--- config.mk ---
export PLATFORM = sky130hd
export DESIGN_NAME = branch_cache
export DESIGN_NICKNAME = d
export VERILOG_FILES = /design/src/hw/bpred_pkg.sv /design/src/hw/bpred_counter_array.sv /design/src/hw/bpred_tag_array.sv /design/src/hw/bpred_target_buffer.sv /design/src/hw/bpred_update_ctrl.sv /design/src/hw/branch_cache.sv
export VERILOG_INCLUDE_DIRS = /design/src /design/src/hw
export SDC_FILE = /design/constraint.sdc
export NUM_CORES = 1
export LEC_CHECK = 0
export CORE_MARGIN = 5
export CORE_UTILIZATION = 64
export CTS_CLUSTER_DIAMETER = 50
export DETAILED_ROUTE_END_ITERATION = 12
export DONT_BUFFER_PORTS = 1
export PLACE_DENSITY = 0.84
export SKIP_CTS_REPAIR_TIMING = 1
export SLEW_MARGIN = 20
export SYNTH_ARGS = -nofsm -noshare
export SYNTH_HDL_FRONTEND = slang
export SYNTH_SLANG_ARGS = --single-unit
--- constraint.sdc ---
create_clock -name iCLOCK -period 6.85 [get_ports iCLOCK]
set_input_delay 0.3425 -clock iCLOCK [delete_from_list [all_inputs] [get_ports iCLOCK]]
set_output_delay 0.3425 -clock iCLOCK [all_outputs]
set_load 0.005 [all_outputs]
--- src/hw/bpred_macros.svh ---
// Branch predictor geometry
// Address split as tag | set index | byte offset,
// with a two-way set-associative branch cache

`ifndef BPRED_MACROS_SVH
`define BPRED_MACROS_SVH

// Instruction address width
`define BP_ADDR_W 32

// Byte offset below the set index
`define BP_OFFSET_W 2

// Set index bits and resulting set count
`define BP_INDEX_W 3
`define BP_SETS (1 << `BP_INDEX_W)

// Tag bits above the index
`define BP_TAG_W 27

// Associativity
`define BP_WAYS 2

`endif

--- src/hw/bpred_pkg.sv ---
// Branch predictor types
// Address, tag, index, age and way vectors plus the
// 2-bit prediction state encoding

`include "bpred_macros.svh"

package bpred_pkg;

	typedef logic [`BP_ADDR_W-1:0]  addr_t;
	typedef logic [`BP_TAG_W-1:0]   tag_t;
	typedef logic [`BP_INDEX_W-1:0] index_t;

	// 0 invalid, 3 newest, valid entries age down to 1
	typedef logic [1:0] age_t;

	typedef logic way_t;

	// Taken prediction for WEAK_T and STRONG_T only
	typedef enum logic [1:0] {
		PRED_WEAK_NT   = 2'd0,
		PRED_WEAK_T    = 2'd1,
		PRED_STRONG_T  = 2'd2,
		PRED_STRONG_NT = 2'd3
	} pred_state_t;

endpackage

--- src/hw/bpred_counter_array.sv ---
// Branch cache prediction counters
// One 2-bit saturating state per entry, trained on a hit,
// started from weakly not taken on an allocate

`timescale 1ns/1ps

`include "bpred_macros.svh"

module bpred_counter_array (
	input  logic              iCLOCK,
	input  logic              inRESET,
	input  logic              clear,
	input  bpred_pkg::addr_t  search_addr,
	input  bpred_pkg::addr_t  update_addr,
	input  logic              search_hit,
	input  bpred_pkg::way_t   search_way,
	input  logic              wr_en,
	input  logic              alloc,
	input  logic              taken,
	input  bpred_pkg::way_t   wr_way,
	output logic              search_taken
);

	bpred_pkg::pred_state_t states [`BP_WAYS][`BP_SETS];

	bpred_pkg::index_t      s_idx;
	bpred_pkg::index_t      u_idx;
	bpred_pkg::pred_state_t s_state;
	bpred_pkg::pred_state_t base_state;

	assign s_idx = search_addr[`BP_OFFSET_W +: `BP_INDEX_W];
	assign u_idx = update_addr[`BP_OFFSET_W +: `BP_INDEX_W];

	function automatic bpred_pkg::pred_state_t next_state(bpred_pkg::pred_state_t cur,
		logic tk);
		case (cur)
			bpred_pkg::PRED_STRONG_NT: return tk ? bpred_pkg::PRED_WEAK_NT : bpred_pkg::PRED_STRONG_NT;
			bpred_pkg::PRED_WEAK_NT:   return tk ? bpred_pkg::PRED_WEAK_T : bpred_pkg::PRED_STRONG_NT;
			bpred_pkg::PRED_WEAK_T:    return tk ? bpred_pkg::PRED_STRONG_T : bpred_pkg::PRED_WEAK_NT;
			default:                   return tk ? bpred_pkg::PRED_STRONG_T : bpred_pkg::PRED_WEAK_T;
		endcase
	endfunction

	// Lookup
	assign s_state      = states[search_way][s_idx];
	assign search_taken = search_hit && ((s_state == bpred_pkg::PRED_WEAK_T) ||
		(s_state == bpred_pkg::PRED_STRONG_T));

	// New entries start weakly not taken before the outcome is applied
	assign base_state = alloc ? bpred_pkg::PRED_WEAK_NT : states[wr_way][u_idx];

	always_ff @(posedge iCLOCK or negedge inRESET) begin
		if (!inRESET) begin
			for (int w = 0; w < `BP_WAYS; w++) begin
				for (int s = 0; s < `BP_SETS; s++) begin
					states[w][s] <= bpred_pkg::PRED_WEAK_NT;
				end
			end
		end else if (clear) begin
			for (int w = 0; w < `BP_WAYS; w++) begin
				for (int s = 0; s < `BP_SETS; s++) begin
					states[w][s] <= bpred_pkg::PRED_WEAK_NT;
				end
			end
		end else if (wr_en) begin
			states[wr_way][u_idx] <= next_state(base_state, taken);
		end
	end

endmodule

--- src/hw/bpred_tag_array.sv ---
// Branch cache tag array
// Holds a tag and an age for every set and way, looks up the
// search and update addresses combinationally and ages the
// set on every write

`timescale 1ns/1ps

`include "bpred_macros.svh"

module bpred_tag_array (
	input  logic              iCLOCK,
	input  logic              inRESET,
	input  logic              clear,
	input  bpred_pkg::addr_t  search_addr,
	input  bpred_pkg::addr_t  update_addr,
	input  logic              wr_en,
	input  bpred_pkg::way_t   wr_way,
	input  bpred_pkg::age_t   other_age,
	output logic              search_hit,
	output bpred_pkg::way_t   search_way,
	output logic              upd_hit,
	output bpred_pkg::way_t   upd_way,
	output bpred_pkg::age_t   age0,
	output bpred_pkg::age_t   age1
);

	bpred_pkg::tag_t tags [`BP_WAYS][`BP_SETS];
	bpred_pkg::age_t ages [`BP_WAYS][`BP_SETS];

	bpred_pkg::index_t s_idx;
	bpred_pkg::index_t u_idx;
	bpred_pkg::tag_t   s_tag;
	bpred_pkg::tag_t   u_tag;

	assign s_idx = search_addr[`BP_OFFSET_W +: `BP_INDEX_W];
	assign u_idx = update_addr[`BP_OFFSET_W +: `BP_INDEX_W];
	assign s_tag = search_addr[`BP_ADDR_W-1 -: `BP_TAG_W];
	assign u_tag = update_addr[`BP_ADDR_W-1 -: `BP_TAG_W];

	// Returns {hit, way}, both ways are compared
	function automatic logic [1:0] lookup(bpred_pkg::index_t idx, bpred_pkg::tag_t tag);
		logic hit0;
		logic hit1;
		hit0 = (ages[0][idx] != 2'd0) && (tags[0][idx] == tag);
		hit1 = (ages[1][idx] != 2'd0) && (tags[1][idx] == tag);
		return {hit0 | hit1, hit1};
	endfunction

	assign {search_hit, search_way} = lookup(s_idx, s_tag);
	assign {upd_hit, upd_way}       = lookup(u_idx, u_tag);

	// Ages of the update set for victim choice
	assign age0 = ages[0][u_idx];
	assign age1 = ages[1][u_idx];

	always_ff @(posedge iCLOCK or negedge inRESET) begin
		if (!inRESET) begin
			for (int w = 0; w < `BP_WAYS; w++) begin
				for (int s = 0; s < `BP_SETS; s++) begin
					ages[w][s] <= 2'd0;
				end
			end
		end else if (clear) begin
			for (int w = 0; w < `BP_WAYS; w++) begin
				for (int s = 0; s < `BP_SETS; s++) begin
					ages[w][s] <= 2'd0;
				end
			end
		end else if (wr_en) begin
			ages[wr_way][u_idx]  <= 2'd3;
			ages[~wr_way][u_idx] <= other_age;
		end
	end

	always_ff @(posedge iCLOCK) begin
		if (wr_en) begin
			tags[wr_way][u_idx] <= u_tag;
		end
	end

	// A set never ends up with one tag valid in both ways
	for (genvar s = 0; s < `BP_SETS; s++) begin : g_unique_tag
		a_unique_tag: assert property (@(posedge iCLOCK) disable iff (!inRESET)
			!((ages[0][s] != 2'd0) && (ages[1][s] != 2'd0) && (tags[0][s] == tags[1][s])));
	end

endmodule

--- src/hw/bpred_target_buffer.sv ---
// Branch target buffer
// Stores one target per entry and returns it on a search hit,
// zero otherwise

`timescale 1ns/1ps

`include "bpred_macros.svh"

module bpred_target_buffer (
	input  logic              iCLOCK,
	input  bpred_pkg::addr_t  search_addr,
	input  bpred_pkg::addr_t  update_addr,
	input  bpred_pkg::addr_t  update_target,
	input  logic              search_hit,
	input  bpred_pkg::way_t   search_way,
	input  logic              wr_en,
	input  logic              alloc,
	input  logic              update_jump,
	input  bpred_pkg::way_t   wr_way,
	output bpred_pkg::addr_t  search_target
);

	bpred_pkg::addr_t targets [`BP_WAYS][`BP_SETS];

	bpred_pkg::index_t s_idx;
	bpred_pkg::index_t u_idx;

	assign s_idx = search_addr[`BP_OFFSET_W +: `BP_INDEX_W];
	assign u_idx = update_addr[`BP_OFFSET_W +: `BP_INDEX_W];

	assign search_target = search_hit ? targets[search_way][s_idx] : '0;

	always_ff @(posedge iCLOCK) begin
		if (wr_en) begin
			if (update_jump) begin
				targets[wr_way][u_idx] <= update_target;
			end else if (alloc) begin
				// Fresh not-taken entry has no known target
				targets[wr_way][u_idx] <= '0;
			end
		end
	end

endmodule

--- src/hw/bpred_update_ctrl.sv ---
// Branch cache update control
// Resolves the outcome of an update, picks train or allocate,
// chooses the victim way and ages the other way of the set

`timescale 1ns/1ps

module bpred_update_ctrl (
	input  logic             iCLOCK,
	input  logic             inRESET,
	input  logic             reset_sync,
	input  logic             flush,
	input  logic             update_stb,
	input  logic             update_predict,
	input  logic             update_hit,
	input  logic             update_jump,
	input  logic             upd_hit,
	input  bpred_pkg::way_t  upd_way,
	input  bpred_pkg::age_t  age0,
	input  bpred_pkg::age_t  age1,
	output logic             clear,
	output logic             wr_en,
	output logic             alloc,
	output logic             taken,
	output bpred_pkg::way_t  wr_way,
	output bpred_pkg::age_t  other_age
);

	bpred_pkg::way_t victim;
	bpred_pkg::age_t old_age;

	assign clear = reset_sync | flush;

	// Clear takes priority over any update
	assign wr_en = update_stb & ~clear;

	assign taken = update_jump | (update_predict & update_hit);
	assign alloc = ~upd_hit;

	// Invalid way first, else the older one, way 0 on a tie
	always_comb begin
		if (age0 == 2'd0) begin
			victim = 1'b0;
		end else if (age1 == 2'd0) begin
			victim = 1'b1;
		end else if (age0 <= age1) begin
			victim = 1'b0;
		end else begin
			victim = 1'b1;
		end
	end

	assign wr_way = upd_hit ? upd_way : victim;

	// Other way ages by one and stops at 1 while valid
	assign old_age   = wr_way ? age0 : age1;
	assign other_age = (old_age <= 2'd1) ? old_age : old_age - 2'd1;

	// Any set reads empty in the cycle after a clear
	a_no_write_on_clear: assert property (@(posedge iCLOCK) disable iff (!inRESET)
		clear |=> (age0 == 2'd0) && (age1 == 2'd0));

	// A trained way is always a valid entry of the set
	a_train_hit_way: assert property (@(posedge iCLOCK) disable iff (!inRESET)
		(wr_en && upd_hit) |-> ((wr_way ? age1 : age0) != 2'd0));

endmodule

--- src/hw/branch_cache.sv ---
// Branch cache top
// Two-way, eight-set branch predictor with target buffer.
// Search is combinational, updates and clears land at the clock edge

`timescale 1ns/1ps

module branch_cache (
	input  logic              iCLOCK,
	input  logic              inRESET,
	input  logic              reset_sync,
	input  logic              flush,
	input  logic              search_stb,
	input  bpred_pkg::addr_t  search_addr,
	output logic              search_valid,
	output logic              search_hit,
	output logic              search_taken,
	output bpred_pkg::addr_t  search_target,
	input  logic              update_stb,
	input  bpred_pkg::addr_t  update_addr,
	input  logic              update_predict,
	input  logic              update_hit,
	input  logic              update_jump,
	input  bpred_pkg::addr_t  update_target
);

	logic            clear;
	logic            wr_en;
	logic            alloc;
	logic            taken;
	logic            upd_hit;
	bpred_pkg::way_t wr_way;
	bpred_pkg::way_t upd_way;
	bpred_pkg::way_t search_way;
	bpred_pkg::age_t other_age;
	bpred_pkg::age_t age0;
	bpred_pkg::age_t age1;

	assign search_valid = search_stb;

	bpred_update_ctrl u_ctrl (
		.iCLOCK, .inRESET, .reset_sync, .flush,
		.update_stb, .update_predict, .update_hit, .update_jump,
		.upd_hit, .upd_way, .age0, .age1,
		.clear, .wr_en, .alloc, .taken, .wr_way, .other_age
	);

	bpred_tag_array u_tags (
		.iCLOCK, .inRESET, .clear, .search_addr, .update_addr,
		.wr_en, .wr_way, .other_age,
		.search_hit, .search_way, .upd_hit, .upd_way, .age0, .age1
	);

	bpred_counter_array u_counters (
		.iCLOCK, .inRESET, .clear, .search_addr, .update_addr,
		.search_hit, .search_way, .wr_en, .alloc, .taken, .wr_way,
		.search_taken
	);

	bpred_target_buffer u_targets (
		.iCLOCK, .search_addr, .update_addr, .update_target,
		.search_hit, .search_way, .wr_en, .alloc, .update_jump, .wr_way,
		.search_target
	);

endmodule

* Yosys cells after proc, flatten, opt, wreduce, memory -nomap -nowiden
Memories as Yosys holds them, arrays and structs flattened.
Cells that the tools add are included.
** Storage, ports and cells
- Flip-flop bits (word level) :: 64
- RAM bits :: 944
- Input port bits :: 105
- Output and inout bits :: 35
- Word-level logic and storage cells :: 675
- Memories :: 2
** Memory list
- u_targets.targets :: depth 2, width 256, read ports 1, clocked after memory_dff 0, wr ports 1, RTL line bpred_target_buffer.sv:23 : bpred_pkg::addr_t targets [`BP_WAYS][`BP_SETS];
- u_tags.tags :: depth 2, width 216, read ports 2, clocked after memory_dff 0, wr ports 1, RTL line bpred_tag_array.sv:27 : bpred_pkg::tag_t tags [`BP_WAYS][`BP_SETS];
** Cells by class
- $add $sub $neg :: 1
- Order comparisons :: 10
- Equal/unequal tests :: 8
- Mux-type cells :: 335
- Bitwise gates (word level) :: 270
- Reductions and logical operators :: 17
** Operator list (count)
- 2-to-1 mux 256 bit :: 2
- binary-select mux 27 bit (select 3 bit) :: 4
- 2-to-1 mux 1 bit :: 266
- bitwise OR 1 bit :: 260
- 2-to-1 mux 32 bit :: 8
- 2-to-1 mux 27 bit :: 9
- 2-to-1 mux 216 bit :: 1
- 2-to-1 mux 16 bit :: 8
- == test 27 bit :: 4
- binary-select mux 32 bit (select 3 bit) :: 1
- demux 32 bit (select 3 bit) :: 1
- demux 27 bit (select 3 bit) :: 1
- bitwise mux 32 bit :: 2
- 2-to-1 mux 2 bit :: 22
- binary-select mux 2 bit (select 3 bit) :: 6
- demux 16 bit (select 1 bit) :: 2
- bitwise OR 32 bit :: 1
- nonzero test 2 bit :: 5
- >= comparator 4 bit, second input constant :: 2
- logical AND 1 bit :: 8
- NOT 3 -> 4 bit :: 2
- demux 2 bit (select 3 bit) :: 1
- >= comparator 2 bit, second input constant :: 3
- logical NOT 2 bit :: 3
- other kinds (12) :: 19

* Longest topological paths before layout
Gate-level depths: netlist (run 1).
- Word-level depth :: 24
- Mapped depth :: 21
- Gate-level depth less buffers :: 15

* By module
Synthesis (run 1) repeated with hierarchy kept, for this count alone.
** Unflattened totals
- Cells, all modules :: 2963
- Area total of the unflattened synthesis :: 46723.6 µm²
** By module, submodules not included
- bpred_tag_array :: instances 1, cells an instance 1318, area each 22477.8 µm², seq. area each 13773.2 µm²
- bpred_target_buffer :: instances 1, cells an instance 1357, area each 21672.0 µm², seq. area each 15374.7 µm²
- bpred_counter_array :: instances 1, cells an instance 257, area each 2358.5 µm², seq. area each 800.8 µm²
- bpred_update_ctrl :: instances 1, cells an instance 30, area each 207.7 µm², seq. area each 0.0 µm²
- branch_cache :: instances 1, cells an instance 1, area each 7.5 µm², seq. area each 0.0 µm²

* Worst setup path after synthesis (run 1)
OpenSTA, ideal clock, no wires.
- Kind :: input to register
- Start :: in update_addr[3]
- End :: mem u_targets.targets[1][128] (netlist name) (enable)
- Setup time :: 461 ps
- Data arrival time :: 5629 ps
- Required time :: 6389 ps
- Path slack :: 759 ps
- Stages :: 17
- Path buffers :: 5
- Cell sequence :: buf_6 -> buf_4 -> buf_1 -> mux2_2 -> a221oi_1 -> a21o_1 -> nand2_1 -> ha_1 -> nor2b_1 -> o21ai_0 -> nand2_1 -> a31oi_4 -> or2_2 -> clkbuf_1 -> or2_2 -> clkbuf_1 -> nor3_1
** On the way
- Word-level cells in the longest chain between the ends :: 12
- Elaborated cells between the ends (all ways) :: 38
- Those cells by class :: order compare: 3; eq/ne: 2; mux: 23; bitwise: 3; reduce/logical: 7
** Ends and longest elaborated chain
- start: declaration :: RTL line branch_cache.sv:19 : input bpred_pkg::addr_t update_addr,
- NOT 3 -> 4 bit (not written as such) (*)
- binary-select mux 27 bit (select 3 bit) (tied with other cells) :: RTL line bpred_tag_array.sv:44 : hit0 = (ages[0][idx] != 2'd0) && (tags[0][idx] == tag);
- 2-to-1 mux 27 bit (not written as such) (tied with other cells) (2 in series) :: RTL line bpred_tag_array.sv:44
- == test 27 bit (tied with other cells) :: RTL line bpred_tag_array.sv:44
- logical AND 1 bit (on tied branches) :: RTL line bpred_tag_array.sv:44, bpred_tag_array.sv:45
- bitwise OR 1 bit :: RTL line bpred_tag_array.sv:46 : return {hit0 | hit1, hit1};
- 2-to-1 mux 1 bit :: RTL line bpred_target_buffer.sv:37 : end else if (alloc) begin
- 2-to-1 mux 1 bit :: RTL line bpred_target_buffer.sv:35 : if (update_jump) begin
- 2-to-1 mux 1 bit :: RTL line bpred_target_buffer.sv:34 : if (wr_en) begin
- 2-to-1 mux 256 bit (not written as such) :: RTL line bpred_target_buffer.sv:39 : targets[wr_way][u_idx] <= '0;
- bitwise OR 1 bit (no line)
- end: declaration :: RTL line bpred_target_buffer.sv:23
Mark *: on every way between the ends. The rest lies on a longest branch, timed or not. The select of a mux whose other input is x is not followed.

==> metrics.txt, run 1 <==
Finished Layout Cells=3,686; GPL Wtd Cong=0.882; Slew Limit Fails=0; Max transition margin=between 20% and 30%; crit-path most repeated cell=mux4_2; Horiz. Die Dim=278 um; Syn Nets=2,699; Ys Warns=0; leak pwr=16.8 nW; Synth Register Bits=1,008; Cell Area, Synth=approximately 0.046 sq mm; fin area=0.0510 sq mm; Num CTS Buffers=106; fin crit period=6.19 ns; htree depth=3; Pwr Density=257 mW/mm^2; Overflow after GRT=0; core area=0.0712 sq mm; Fin Hold WS=0.0701 ns; critical path type=reg2out; Clock Skew=0.0326 ns; placed cells=3,420; number of global-route vias before repair=between 20,000 and 30,000; Via density=slightly above 7; Max Fclk=162 MHz; hpwl dp=between 60,000 and 70,000 um; Die H=roughly 280 um; sequential share of the synthesized area=65.3%; CTS root buf=clkbuf_16; DR vias=roughly 27,000; deepest clock path buffer count=3; arrival time at the worst endpoint=5.85 ns; CP max-delay cell=nand4_1; largest net degree at the start of global routing=261; number of flops mapped to enable cells by yosys=944; Worst Setup End Kind=output pin; layout cells sized above 1=a little under a quarter; # IOs=140; fin nets=2,747; max_cap viols=0; drt drc=0; Power Total=between 10 and 15 mW; Buf/Inv on CP=1; Max IR drop VDD=380 uV; critical path required time=~6.5 ns; Startpoint Class=flip-flop; all-layer global routing usage=between 30% and 40%; Worst-Margin Slew=1.15 ns; Post-Route WL=125,000 um; Top delay family on crit path=multiplexers; clock-pin slew on the worst setup and hold paths=0.06 ns; Routed wire per std cell=33.9 um; Post-synth ARST share=6.35%; Critical Path Source=u_tags.tags[1][3]$_DFFE_PP_; final hold viol count=0; reg2reg path depth=12; Worst R2R End=u_targets.targets[0][3]$_DFFE_PP_; clock sinks=between 1,000 and 1,500; first-pass GRT wire length=180,000 um; capture point of the worst path=search_target[20]; Cell Chain, Critical Path=mux4_2 -> mux2i_1 -> xor2_1 -> nand2_1 -> a2111oi_0 -> nand4_1 -> buf_4 -> mux4_2 -> mux4_2 -> and2_1; cell count after synthesis=around 2,600; Initial Utilization=64.4%; synth unique cells=60; number of setup violations in the final report=0; worst min path class=in2reg; Worst R2R Setup Slack=1.74 ns; initial antenna violation count=2; mean post-synth cell area=17.7 sq um; Area Overhead vs Synth=11.1%; crit-path max cell delay=approximately 1.0 ns; unrepaired setup endpoints after global routing=false; cell row count=98; CP Depth=10; die area=0.0771 sq mm; final setup TNS=0 ns; Reg-to-Reg Start=u_tags.tags[0][25]$_DFFE_PP_; Worst Path Max Fanout=63; dpl cell area=0.0469 sq mm; status=complete, no violations; clock latency on the worst-skew pair=0.69 ns; Final ANT Viol Nets=0; Tcrit/Tclk final=approximately nine tenths; DR iter-0 viols=3,739; Pre-antenna DRT Iters=6; I/O Buffers=0; CTS tree=done; ys flop type=edfxtp_1
==> flip-flops by register name, summed over array words and instances (netlist names) <==
register / flops
u_counters.states: 32
u_tags.tags: 432
u_tags.ages: 32
u_targets.targets: 512
==> kinds of logic (layout without fill, tap and decap cells) <==
family,count (synthesis),after routing,share of synthesized area (%)
compound gates,188,188,3.15
xor+xnor,110,110,2.10
fa+ha+maj,3,3,0.0819
buf+inv,186,325,1.84
flops,1008,1008,65.3
mux,528,528,20.6
other cells,0,6,0
simple gates,568,568,6.91
==> stage by stage <==
stage	worst slack [ns]	util, %
5_1_grt	0.591	71.5
3_3_place_gp	1.48	65.9
6_report	0.661	71.5
4_1_cts	0.719	70.6
3_5_place_dp	1.36	65.9
2_1_floorplan	0.759	-
==> cells in the final DEF, fill, tap and decap left out, types with 6 or more instances in the layout <==
cell           Yosys  final
edfxtp_1         944    944
nand4_1           17     17
nor3_1            19     10
mux2_2            16     16
xor2_1            57     57
clkbuf_1         101     17
clkinvlp_4         0     12
diode_2            0      6
nor2_4             1     25
clkbuf_16          0    106
bufinv_16          0      7
a32o_1             8      8
xnor2_1           53     53
mux2i_1          179    179
buf_4             11     59
a22oi_1           26     26
a21oi_1           21     21
a211oi_1          40     40
nor2b_1           10      8
a22o_1             8      8
nor3_2             0      9
clkinv_2           0     17
o21ai_0           16     16
nand2_1           60     60
and2_1           297    297
clkinv_1           0     23
o22ai_1           16     16
a221oi_1          13     13
nor4_1            15     14
or2_2              6      6
nor2_1            82     57
and3_1            10     10
clkinv_4           0      6
dlygate4sd3_1      0     60
mux4_2           331    331
o31ai_2           10     10
nand3_1           32     32
dfrtp_1           64     64
==> power breakdown <==
part           internal [mW]  switching [mW]  leakage, nW  total [mW]
clock                   3.14            2.46         1.63        5.60
combinational          0.350           0.382         5.75       0.732
sequential              6.76          0.0127         9.38        6.78
==> per-layer routing <==
metal / track usage (%) / part of all wire, % / vias to the layer above
met3: 7.74 / 11 / 424
met2: 52.9 / 50 / 2048
met4: 14.9 / 5.8 / 0
met1: 39.5 / 33 / 13600
li1: - / - / 10500
met5: 0 / 0 / -
==> synth_stat cells, drive strengths merged (3+ instances only) <==
cell type / count / area, sq um
buf: 80 / 444
and3: 10 / 62.6
a31oi: 4 / 40.0
a32o: 8 / 80.1
mux2: 18 / 206
a221oi: 13 / 114
nand2: 60 / 225
a22o: 8 / 70.1
nor2b: 10 / 62.6
ha: 3 / 37.5
nor3: 20 / 111
a22oi: 26 / 195
nor3b: 3 / 22.5
xor2: 57 / 499
o221ai: 4 / 35.0
nor4: 15 / 93.8
mux4: 331 / 7450
a211oi: 41 / 320
edfxtp: 944 / 28300
clkbuf: 101 / 379
a32oi: 3 / 26.3
and2: 299 / 1870
dfrtp: 64 / 1600
o2bb2ai: 3 / 26.3
a21oi: 22 / 114
o31ai: 15 / 163
inv: 5 / 18.8
xnor2: 53 / 464
mux2i: 179 / 1790
or2: 6 / 37.5
o22ai: 16 / 100
o21ai: 17 / 85.1
nand4: 17 / 106
nor2: 83 / 319
nand2b: 5 / 31.3
a221o: 4 / 40.0
nand3: 32 / 160
==> area by class of cell <==
type / count / area (sq um)
Fill cell: 4080 / 20300
Multi-Input combinational cell: 1397 / 15300
Antenna cell: 6 / 15.0
Timing Repair Buffer: 121 / 1090
Inverter: 5 / 18.8
Clock buffer: 123 / 2720
Tap cell: 950 / 1190
Sequential cell: 1008 / 29900
Clock inverter: 76 / 676
==> how the worst min path moves through the flow <==
stage / start / end / slack [ns] / cells past startpoint
2_1_floorplan: inRESET / u_counters.states[0]$_DFFE_PN0P_ / 0.05 / 0
3_3_place_gp: inRESET / u_tags.ages[23]$_DFFE_PN0P_ / 0.05 / 0
3_5_place_dp: inRESET / u_tags.ages[23]$_DFFE_PN0P_ / 0.05 / 0
4_1_cts: inRESET / u_tags.ages[25]$_DFFE_PN0P_ / -0.66 / 0
5_1_grt: update_addr[4] / u_counters.states[7]$_DFFE_PN0P_ / 0.02 / 2
6_report: update_stb / u_tags.ages[9]$_DFFE_PN0P_ / 0.07 / 2
Note: power is estimated with default switching activity, not from simulation.
==> run 2, diff against run 1 <==
Settings changed: PLACE_DENSITY 0.84 to 0.77.
==> metrics.txt, run 2 (synthesis results as in run 1) <==
Reg-to-Reg Start=u_tags.tags[0][62]$_DFFE_PP_; Pre-antenna DRT Iters=5 (-1); final hold viol count=0 (unchanged); dpl cell area=0.0469 sq mm (about the same); Max Fclk=171 MHz (+5.6%); Final ANT Viol Nets=0 (unchanged); CTS root buf=clkbuf_16; Tcrit/Tclk final=85.6% (-4.8 points); GR Util met1=39.9% (+0.41 points); DR iter-0 viols=3,231 (-14%); crit-path most repeated cell=mux4_2; Die H=278 um (unchanged); Worst-Margin Slew=0.957 ns (-0.190 ns); Cell Chain, Critical Path=mux4_2 -> mux2i_1 -> xor2_1 -> nand2_1 -> a2111oi_0 -> nand4_1 -> buf_4 -> buf_12 -> mux4_2 -> mux4_2 -> and2_1; biggest regs=u_targets.targets x512, u_tags.tags x432; Worst Setup End Kind=output pin; Overflow after GRT=0 (unchanged); worst min path class=in2reg; Max IR drop VDD=245 uV (-36%); Routed wire per std cell=33.1 um (-2.6%); pre-CTS worst setup slack=1.43 ns (+0.0733 ns); htree depth=3 (unchanged); Horiz. Die Dim=278 um (unchanged); core area=0.0712 sq mm (unchanged); Fillers=4,261 (+4.4%); Pwr Density=258 mW/mm^2 (+0.23%); Initial Utilization=64.4% (unchanged); global routing usage on met2=51.9% (-0.94 points); Hold EP=u_tags.ages[13]$_DFFE_PN0P_; Clock Skew=0.0175 ns (-0.0150 ns); die area=0.0771 sq mm (unchanged); first-pass GRT wire length=176,000 um (-2.4%); most flop-heavy register=u_targets.targets; register area=0.0299 sq mm (unchanged); Worst R2R End=u_targets.targets[0][64]$_DFFE_PP_; clock sinks=1,008 (unchanged); arrival time at the worst endpoint=5.52 ns (-0.33 ns); status=complete, no violations; number of setup violations in the final report=0 (unchanged); Top Usage Layer GRT=met2; most frequent cells in the layout=edfxtp_1 (944), mux4_2 (331), and2_1 (297), mux2i_1 (179), clkbuf_16 (111); critical path type=reg2out; cell row count=98 (unchanged); area used by multi-input combinational logic=0.0153 sq mm (about the same); Slew Limit Fails=0 (unchanged); drt drc=0 (unchanged); final setup TNS=0 ns (unchanged); reg2reg path depth=12 (unchanged); hold wc startpoint=update_stb; initial antenna violation count=1 (-1); all-layer global routing usage=30.9% (-0.74 points); Startpoint Class=flip-flop; most common cell after layout, fill and taps aside=edfxtp_1; max_cap viols=0 (unchanged); unrepaired setup endpoints after global routing=false; CTS tree=done; hpwl dp=64,400 um (-2.5%); critical path required time=6.51 ns (about the same); Worst R2R Setup Slack=1.43 ns (-0.31 ns); placed cells=3,419 (-0.029%); Max transition margin=34.6% (+11 points); Post-Route WL=122,000 um (-2.6%); deepest clock path buffer count=3 (unchanged); Num CTS Buffers=107 (+0.94%); fin nets=2,747 (unchanged); DR vias=26,000 (-2.4%); met3 global-route usage=6.36% (-1.4 points); GPL Wtd Cong=0.886 (+0.44%); crit-path max cell delay=0.81 ns (-0.20 ns); fin crit period=5.86 ns (-0.326 ns); number of global-route vias before repair=27,000 (-1.9%); max reg flops=512 (unchanged); I/O Buffers=0 (unchanged); Cells on Worst Hold Path=2 (unchanged); # IOs=140 (unchanged); Worst Path Max Fanout=110 (+75%); leak pwr=16.8 nW (+0.30%); Via density=7.05 (-2.4%); largest net degree at the start of global routing=261 (unchanged); layout cells sized above 1=23.0% (about the same); clock latency on the worst-skew pair=0.67 ns (-0.02 ns); Finished Layout Cells=3,686 (unchanged); clock-pin slew on the worst setup and hold paths=0.06 ns (about the same); CP max-delay cell=a2111oi_0; Area Overhead vs Synth=11.3%; final worst slack=0.988 ns (+0.326 ns); fin area=0.0511 sq mm (+0.19%)
-- run 2: cell count changes in the layout (fill, tap and decap cells not counted), sizes merged --
cell and change:
diode -2, clkinv -9, clkinvlp -1, clkbuf +16, buf -1, inv -3
-- run 2: per-stage QoR --
| stage | hold slack, ns | power, mW | util [%] |
|---|---|---|---|
| global route | -0.00740 | 13.5 | 71.7 |
| finish | 0.0904 | 13.2 | 71.7 |
| CTS | -0.664 | 13.1 | 70.8 |
| detailed placement | 0.0528 | 7.53 | 65.9 |
| floorplan | 0.0469 | 7.48 | - |
| global placement | 0.0532 | 7.50 | 65.9 |
-- run 2: worst max-delay path by stage --
stage	from	end	slack [ns]	cells after the start
after floorplan	update_addr[3]	u_targets.targets[1][128]$_DFFE_PP_	0.76	17
after global placement	update_addr[3]	u_targets.targets[0][75]$_DFFE_PP_	1.50	12
after detailed placement	update_addr[3]	u_targets.targets[0][75]$_DFFE_PP_	1.43	12
after CTS	u_tags.tags[1][3]$_DFFE_PP_	search_target[3]	1.12	11
after global routing	u_tags.tags[1][3]$_DFFE_PP_	search_target[9]	1.04	11
final	u_tags.tags[1][3]$_DFFE_PP_	search_target[9]	0.99	11
-- run 2: critical path: cells and delay by family (launching register included) --
kind            cells  cell delay, ns
compound gates      1            0.81
xor+xnor            1            0.17
simple gates        3            0.91
flops               1            0.39
mux                 4            1.68
buf+inv             2            0.77
-- run 2: layout make-up --
cell class,instances,area share (%)
flip-flops and latches,1008,58.7
multi-input cells,1397,30.0
clock buffers,139,5.72
well taps,950,2.33
repair buffers,120,2.15
clock inverters,63,1.12
inverters,5,0.0368
diodes,4,0.0196
-- run 2: power breakdown --
part / switching, mW / leakage (nW) / internal (mW) / total [mW]
clock: 2.38 / 1.68 / 3.29 / 5.67
sequential: 0.0115 / 9.38 / 6.77 / 6.78
combinational: 0.371 / 5.75 / 0.350 / 0.721
total: 2.76 / 16.8 / 10.4 / 13.2
-- run 2: per-layer routing --
layer	share of wire [%]	wire length (um)	vias up
met4	4.9	5960	0
met2	51	61900	1710
met5	0	0	-
met3	9.9	12100	326
met1	34	42000	13400
li1	-	-	10500
